File: config.mk
export PLATFORM = sky130hd
export DESIGN_NAME = matrix_scan
export DESIGN_NICKNAME = d
export VERILOG_FILES = /design/src/design/led_matrix_pkg.sv /design/src/design/timeout.sv /design/src/design/brightness_timeout.sv /design/src/design/matrix_scan.sv
export SDC_FILE = /design/constraint.sdc
export NUM_CORES = 1
export LEC_CHECK = 0
export BUFFER_PORTS_ARGS = -buffer_cell sky130_fd_sc_hd__buf_2
export CAP_MARGIN = 30
export CORE_MARGIN = 8
export CORE_UTILIZATION = 35
export DETAILED_ROUTE_END_ITERATION = 10
export PLACE_DENSITY = 0.51
export RECOVER_POWER = 50
export SLEW_MARGIN = 20
export SYNTH_ARGS = -nofsm -noshare
export SYNTH_HDL_FRONTEND = slang
export SYNTH_SLANG_ARGS = --single-unit
File: constraint.sdc
create_clock -name clk_in -period 2.7 [get_ports clk_in]
set_input_delay 0.405 -clock clk_in [delete_from_list [all_inputs] [get_ports clk_in]]
set_output_delay 0.405 -clock clk_in [all_outputs]
set_load 0.01 [all_outputs]
File: src/design/led_matrix_pkg.sv
//////////////////////////////
// one 64x32 panel, two 16-row halves, no chaining
// colour depth equals the number of bit planes
//////////////////////////////
package led_matrix_pkg;

    // panel geometry
    localparam int PIXEL_WIDTH = 64;
    localparam int PIXEL_HEIGHT = 32;
    // upper and lower halves are shifted out together
    localparam int PIXEL_HALFHEIGHT = PIXEL_HEIGHT / 2;

    // bits per channel, one bit plane per bit
    localparam int BRIGHTNESS_LEVELS = 4;

    // address widths
    localparam int COLUMN_ADDRESS_BITS = $clog2(PIXEL_WIDTH);
    localparam int ROW_ADDRESS_BITS = $clog2(PIXEL_HALFHEIGHT);
    // write side sees the full panel height
    localparam int FRAME_ROW_BITS = $clog2(PIXEL_HEIGHT);

    // enable length of plane 0 in clk_in cycles
    // plane n is lit for OE_BASE_CYCLES << n
    localparam int OE_BASE_CYCLES = 8;
    // next line load may begin once this many enable cycles remain
    localparam int OE_OVERLAP_CYCLES = 4;
    // wide enough for the top plane weight
    localparam int OE_TIMER_BITS =
        $clog2((OE_BASE_CYCLES << (BRIGHTNESS_LEVELS - 1)) + 1);

    // one pixel as stored in the frame buffer
    // each channel is a binary brightness value, msb brightest
    typedef struct packed {
        logic [BRIGHTNESS_LEVELS-1:0] red;
        logic [BRIGHTNESS_LEVELS-1:0] green;
        logic [BRIGHTNESS_LEVELS-1:0] blue;
    } pixel_t;

endpackage

File: src/design/timeout.sv
//////////////////////////////
// counter stops at zero, start reloads at any time
// value 0 never raises running
//////////////////////////////
`timescale 1ns/10ps

module timeout #(
    parameter int COUNTER_WIDTH = 8
) (
    input  logic                     clk_in,
    input  logic                     reset,
    input  logic                     start,
    input  logic [COUNTER_WIDTH-1:0] value,
    output logic [COUNTER_WIDTH-1:0] counter,
    output logic                     running
);

    // load on start, otherwise count down and hold at zero
    always_ff @(posedge clk_in) begin
        if (reset) begin
            counter <= '0;
        end else if (start) begin
            counter <= value;
        end else if (counter != '0) begin
            counter <= counter - COUNTER_WIDTH'(1);
        end
    end

    // high for exactly value cycles after the start edge
    assign running = (counter != '0);

    // running only rises from a load in the previous cycle
    assert property (@(posedge clk_in) disable iff (reset)
        running |-> ($past(start) || $past(running)))
    else
        $error("timeout running without a start");

endmodule

File: src/design/brightness_timeout.sv
//////////////////////////////
// mask must be one-hot at the latch
// enable length is OE_BASE_CYCLES << plane index
//////////////////////////////
`timescale 1ns/10ps

module brightness_timeout (
    input  logic                                        clk_in,
    input  logic                                        reset,
    input  logic                                        row_latch,
    input  logic [led_matrix_pkg::BRIGHTNESS_LEVELS-1:0] brightness_mask_active,
    output logic                                        output_enable,
    output logic                                        exceeded_overlap_time
);

    import led_matrix_pkg::*;

    // enable length for the plane just latched
    logic [OE_TIMER_BITS-1:0] plane_weight;
    // enable cycles still to go
    logic [OE_TIMER_BITS-1:0] remaining;

    // one-hot mask to binary weight
    // zero mask gives zero weight, so the enable stays off
    always_comb begin
        plane_weight = '0;
        for (int i = 0; i < BRIGHTNESS_LEVELS; i++) begin
            if (brightness_mask_active[i]) begin
                plane_weight = OE_TIMER_BITS'(OE_BASE_CYCLES << i);
            end
        end
    end

    // latch pulse starts the enable window
    timeout #(
        .COUNTER_WIDTH(OE_TIMER_BITS)
    ) i_oe_timer (
        .clk_in (clk_in),
        .reset  (reset),
        .start  (row_latch),
        .value  (plane_weight),
        .counter(remaining),
        .running(output_enable)
    );

    // tail of the window, the next line may start shifting
    assign exceeded_overlap_time =
        output_enable && (remaining <= OE_TIMER_BITS'(OE_OVERLAP_CYCLES));

    // scan side must hand over a single plane at each latch
    assert property (@(posedge clk_in) disable iff (reset)
        row_latch |-> $onehot0(brightness_mask_active))
    else
        $error("active brightness mask not one-hot at row latch");

endmodule

File: src/design/matrix_scan.sv
//////////////////////////////
// free running scan, no back-pressure
// latch timing follows the plane weight
//////////////////////////////
`timescale 1ns/10ps

module matrix_scan (
    input  logic                                          clk_in,
    input  logic                                          reset,
    output logic [led_matrix_pkg::COLUMN_ADDRESS_BITS-1:0] column_address,
    output logic [led_matrix_pkg::ROW_ADDRESS_BITS-1:0]    row_address,
    output logic [led_matrix_pkg::ROW_ADDRESS_BITS-1:0]    row_address_active,
    output logic [led_matrix_pkg::BRIGHTNESS_LEVELS-1:0]   brightness_mask,
    output logic                                          clk_pixel_load,
    output logic                                          clk_pixel,
    output logic                                          row_latch,
    output logic                                          output_enable
);

    import led_matrix_pkg::*;

    // request history, newest in bit 0
    logic [1:0] state;
    logic       state_advance;
    logic       load_start;

    // high for PIXEL_WIDTH cycles per line
    logic clk_pixel_load_en;
    // load enable delayed half a cycle
    logic clk_pixel_en;
    // load enable history on the falling edge
    logic [1:0] row_latch_state;
    // falling edge that opens the latch pulse
    logic       latch_begin;

    // plane currently lit on the panel
    logic [BRIGHTNESS_LEVELS-1:0] brightness_mask_active;
    logic                         exceeded_overlap_time;

    // gated pixel clocks
    assign clk_pixel_load = clk_in && clk_pixel_load_en;
    assign clk_pixel = clk_in && clk_pixel_en;

    // ask for the next line while dark or near the end of the enable
    assign state_advance = !output_enable || exceeded_overlap_time;
    // rising request starts one load
    assign load_start = (state == 2'b01);

    always_ff @(posedge clk_in) begin
        if (reset) begin
            state <= 2'b00;
        end else begin
            state <= {state[0], state_advance};
        end
    end

    // PIXEL_WIDTH load clocks per line
    timeout #(
        .COUNTER_WIDTH(COLUMN_ADDRESS_BITS + 1)
    ) i_load_timer (
        .clk_in (clk_in),
        .reset  (reset),
        .start  (load_start),
        .value  ((COLUMN_ADDRESS_BITS + 1)'(PIXEL_WIDTH)),
        .counter(),
        .running(clk_pixel_load_en)
    );

    // column runs from the last column down to 0, then holds
    timeout #(
        .COUNTER_WIDTH(COLUMN_ADDRESS_BITS)
    ) i_column_timer (
        .clk_in (clk_in),
        .reset  (reset),
        .start  (load_start),
        .value  (COLUMN_ADDRESS_BITS'(PIXEL_WIDTH - 1)),
        .counter(column_address),
        .running()
    );

    // latch is the falling-edge sample after the load enable drops
    assign latch_begin = row_latch_state[0] && !clk_pixel_load_en;
    assign row_latch = (row_latch_state == 2'b10);

    // falling edge side, half a cycle away from the data registers
    always_ff @(negedge clk_in) begin
        if (reset) begin
            clk_pixel_en <= 1'b1;
            row_latch_state <= 2'b00;
            brightness_mask <= {1'b1, {(BRIGHTNESS_LEVELS - 1){1'b0}}};
            brightness_mask_active <= '0;
            row_address <= '0;
            row_address_active <= '0;
        end else begin
            clk_pixel_en <= clk_pixel_load_en;
            row_latch_state <= {row_latch_state[0], clk_pixel_load_en};
            // line just shifted in becomes the lit line
            if (latch_begin) begin
                brightness_mask_active <= brightness_mask;
                row_address_active <= row_address;
                // last plane done, back to the msb on the next row
                if (brightness_mask[0]) begin
                    brightness_mask <= {1'b1, {(BRIGHTNESS_LEVELS - 1){1'b0}}};
                    row_address <= row_address + ROW_ADDRESS_BITS'(1);
                end else begin
                    brightness_mask <= brightness_mask >> 1;
                end
            end
        end
    end

    // weighted enable for the latched plane
    brightness_timeout i_brightness_timeout (
        .clk_in                (clk_in),
        .reset                 (reset),
        .row_latch             (row_latch),
        .brightness_mask_active(brightness_mask_active),
        .output_enable         (output_enable),
        .exceeded_overlap_time (exceeded_overlap_time)
    );

    // exactly one plane selected at all times
    assert property (@(posedge clk_in) disable iff (reset)
        $onehot(brightness_mask))
    else
        $error("brightness mask not one-hot");

    // no shifting while the panel latches
    assert property (@(posedge clk_in) disable iff (reset)
        row_latch |-> !clk_pixel_load_en)
    else
        $error("row latch overlaps pixel load");

endmodule

; After elaboration in Yosys (flattened, before gate mapping)
; Index checks and enable logic that the tools add are counted.
[word_totals]
register_bits = 41
input_bits = 2
wordCells = 44
[op_classes]
n_addsub = 4
order_cmp = 1
eq_ne = 2
n_mux = 11
n_reduce_logical = 15
[op_table]
columns = cell, count
row1 = $mux 7, 5
row2 = $mux 6, 3
row3 = $reduce_bool 7->1, 2
row4 = $sub 7x1->7 const B, 2
row5 = $mux 4, 2
row6 = $le 7x3->1 const B, 1
row7 = $reduce_bool 2->1, 3
row8 = $reduce_bool 6->1, 1
row9 = $sub 6x1->6 const B, 1
row10 = $mux 5, 1
row11 = $add 4x1->4 const B, 1
row12 = $logic_and 1x1->1, 4
row13 = $eq 2x1->1 const B, 1
row14 = $eq 2x2->1 const B, 1
row15 = $logic_not 1->1, 2
row16 = $reduce_and 2->1, 1
row17 = $reduce_or 2->1, 1
row18 = $logic_or 1x1->1, 1

; Longest topological paths before layout
[logic_depth]
depth_word = 5
depth_mapped = 7

; Hierarchy
; From an unflattened synthesis, not the netlist that was laid out.
[hier_totals]
hier_cells = 249
hier_area_um2 = 2145.8
[by_module_without_submodules]
columns = mod, n_inst, cells_per_inst, area_per_inst_um2, seq_area_each_um2
row1 = timeout at i_brightness_timeout.i_oe_timer ..., 2, 54, 464.2, 140.1
row2 = matrix_scan, 1, 88, 775.7, 420.4
row3 = timeout at i_column_timer, 1, 46, 384.1, 120.1
row4 = brightness_timeout, 1, 7, 57.6, 0.0

==> impl_table.tex <==
\begin{tabular}{lr}
\hline
Metric & Value \\
\hline
\multicolumn{2}{l}{\textbf{Outcome}} \\
\quad Result of the run & finished with violations \\
\quad Violated checks & negative setup slack \\
\multicolumn{2}{l}{\textbf{Floorplan}} \\
\quad Die Span X & 87.4 µm \\
\quad Boundary Pins & 24 \\
\quad Full die area & 7630 µm² \\
\quad Initial Util & a little over a third \\
\quad Core box area & 5010 µm² \\
\quad Die H & slightly below 90 µm \\
\quad Site Rows & 26 \\
\multicolumn{2}{l}{\textbf{Synth}} \\
\quad Post-synthesis cell count & slightly above 200 \\
\quad Dominant synthesized flop cell & dfxtp\_1 \\
\quad Share of flip-flops with an asynchronous set or reset after synthesis & 0\% \\
\quad Synth top area cells & dfxtp\_1, nand2\_1, ha\_1, nor2\_1, a21oi\_1 \\
\quad Total of flip-flops plus latches after synthesis & 41 \\
\quad Seq/Total Area, Yosys & 46.0\% \\
\quad Most instantiated cells after synthesis & dfxtp\_1, nand2\_1, nor2\_1 \\
\quad Post-synthesis cell type with the largest combined area & dfxtp\_1 \\
\quad Share of Yosys cell area claimed by the top area cell type & 46.0\% \\
\quad Library cell with the highest instance count after synthesis & dfxtp\_1 \\
\quad Syn Nets & 215 \\
\quad Post-synth cell types & 37 \\
\quad Combined area of all synthesized cells & 1780 µm² \\
\quad Syn avg cell area & 8.66 µm² \\
\quad Number of enable flip-flop cells after synthesis & 0 \\
\quad Synth warn & 0 \\
\multicolumn{2}{l}{\textbf{Placed design}} \\
\quad Sum of net half-perimeters after detailed placement & about 2800 µm \\
\quad Total of buffers placed on input and output ports & 23 \\
\quad Placed insts & 308 \\
\quad Weighted congestion reported at the end of routability-driven placement & between 0.7 and 0.8 \\
\multicolumn{2}{l}{\textbf{Worst setup path}} \\
\quad R2R Path Start & i\_load\_timer.counter[2]\$\_SDFFE\_PP0P\_ \\
\quad Category of the worst setup path launch point & register \\
\quad WP data required & 2300 ps \\
\quad Crit path launch & row\_latch\_state[0]\$\_SDFF\_NP0\_ \\
\quad Arr. time, crit path & 2420 ps \\
\quad Crit path kind & register to output port \\
\quad Type of element capturing the critical path & output port \\
\quad Maximum net fanout on the critical path & 2 \\
\multicolumn{2}{l}{\textbf{Finish}} \\
\quad Layout cells sized above 1 & 31.6\% \\
\quad Layout Cells excl Fill & approximately 350 \\
\quad Util after Layout & 51.2\% \\
\quad Synthesis-to-layout area growth & 43.9\% \\
\quad Layout fillers & 521 \\
\quad \# diodes & 0 \\
\quad Number of nets at the end of the flow & 290 \\
\multicolumn{2}{l}{\textbf{Global routing}} \\
\quad Via count of the first global-routing pass & 1,678 \\
\quad Pin count of the biggest net entering global routing & 24 \\
\quad Met3 GRT Util & under 10\% \\
\quad Most congested layer reported by global routing & met2 \\
\quad Met2 usage in global routing & 17.6\% \\
\quad Met1 layer usage reported by global route & between 10\% and 20\% \\
\quad Number of antenna violations at the first check in global routing & 0 \\
\quad Overall global routing resource usage & about 12\% \\
\quad Global-route wire length before repair & 7330 µm \\
\quad Total global routing overflow & 0 \\
\multicolumn{2}{l}{\textbf{STA}} \\
\quad Fin Clk Skew & 77.3 ps \\
\quad Max-slew headroom at the worst pin & 71.0\% \\
\quad Transition time of the tightest slew-check pin & 435 ps \\
\quad Final-report max-slew violation count & 0 \\
\quad Endpoints failing setup & 8 \\
\quad Post-layout worst setup margin & -122 ps \\
\quad RSZ-0062 raised after global routing & yes \\
\quad Hold Vio Cnt, Final & 0 \\
\multicolumn{2}{l}{\textbf{Clock network}} \\
\quad Clock Pin Slew Worst Setup and Hold Paths & 80 ps \\
\quad TritonCTS clock tree & yes \\
\quad Latest clock arrival within the worst-skew pair & 480 ps \\
\multicolumn{2}{l}{\textbf{Run}} \\
\quad Max-cap violation count & 0 \\
\multicolumn{2}{l}{\textbf{Drt}} \\
\quad Vias/cell & $\sim$4.8 \\
\quad Number of vias after detailed routing & $\sim$1,700 \\
\quad Total iterations of the first detailed-routing run & 4 \\
\quad DR DRC count & 0 \\
\quad Final antenna-violating net count & 0 \\
\quad Initial DRC count & 66 \\
\quad Sum of routed wire length over all layers & 4320 µm \\
\quad Average wire per cell in the routed design & 12.3 µm \\
\multicolumn{2}{l}{\textbf{Power}} \\
\quad Power per Cell Area & 1120 nW/µm² \\
\quad Leakage & 1.13 nW \\
\quad Largest vdd supply drop & 0.000444 V \\
\multicolumn{2}{l}{\textbf{Min path}} \\
\quad Launch point of the worst hold path & i\_brightness\_timeout.i\_oe\_timer.counter[4]\$\_SDFFE\_PP0P\_ \\
\quad Kind of path behind the tightest hold check & register to register \\
\hline
\end{tabular}
-- path summary, 6_finish.rpt --
kind	cells past startpoint	slack [ps]	endpoint
max	3	-120	row_latch
min	1	460	state[0]$_SDFF_PP0_
max reg2reg	3	-100	clk_pixel_en$_SDFF_NP1_
min reg2reg	1	460	state[0]$_SDFF_PP0_
-- timing repair --
action	in CTS	in global routing
endpoints found under the hold margin	0	0
hold buffers	0	0
buffers inserted	10	3
setup endpoints to repair	28	33
gates cloned	0	1
pin swaps	4	8
gates resized for setup	28	27
-- sequential cells by signal, summed over array words and instances (netlist names) --
register                                 cells
state                                        2
i_column_timer.counter                       6
clk_pixel_en                                 1
i_load_timer.counter                         7
row_latch_state                              2
row_address_active                           4
brightness_mask_active                       4
i_brightness_timeout.i_oe_timer.counter      7
row_address                                  4
brightness_mask                              4
-- worst max-delay path: stages, from the launching register on --
cell and delay [ps]:
dfxtp_2 310, nand2b_4 140, inv_2 50, buf_6 90
-- routing by layer --
metal | wire [µm] | up-vias | share of wire, %
li1 | - | 851 | -
met1 | 2000 | 785 | 46
met2 | 1960 | 32 | 45
met3 | 248 | 10 | 5.7
met4 | 109 | 0 | 2.5
met5 | 0 | - | 0
-- cell type report --
type | instances | area (µm²) | area share (%)
Clock buffer | 12 | 144 | 5.61
Inverter | 11 | 41.3 | 1.61
Sequential cell | 41 | 848 | 33.1
Multi-Input combinational cell | 147 | 968 | 37.7
Timing Repair Buffer | 50 | 397 | 15.5
Tap cell | 70 | 87.6 | 3.41
Clock inverter | 21 | 80.1 | 3.12
-- power by group --
| group | internal (W) | leakage, nW | switching, W |
|---|---|---|---|
| Clock | 0.000400 | 0.193 | 0.000354 |
| Combinational | 0.000580 | 0.591 | 0.000622 |
| Sequential | 0.000781 | 0.343 | 0.000138 |
| Total | 0.00176 | 1.13 | 0.00111 |
-- placed cells by master, fill, tap and decap left out, types with 9 or more instances in the layout --
cell      synthesis  final
clkbuf_8          0      9
buf_4             0     22
clkbuf_1          6     10
buf_6             0     17
nor2_1           23     21
dfxtp_2           0     13
nand2_1          26     25
a21oi_1          16     15
dfxtp_1          41     25
inv_1            12     30
-- cells by family after synthesis --
| family | share of synthesized area, % |
|---|---|
| and+or+nand+nor | 26.8 |
| DFF | 46.0 |
| AOI/OAI and AO/OA | 10.5 |
| buffers and inverters | 4.07 |
| xor gates and xnor gates | 5.40 |
| adders and majority gates | 4.91 |
| muxes | 2.32 |
-- stage by stage --
step	setup TNS (ps)	instance area, µm²	setup slack, ps	hold slack [ps]	power (W)
3_5_place_dp	-1650	2080	-141	449	0.00213
5_1_grt	-2000	2570	-166	484	0.00316
3_3_place_gp	-2070	2080	-168	442	0.00213
4_1_cts	-474	2460	-133	455	0.00288
2_1_floorplan	-387	1790	-152	419	0.00176
6_report	-497	2570	-122	461	0.00287
Note: power is estimated with default switching activity, not from simulation.
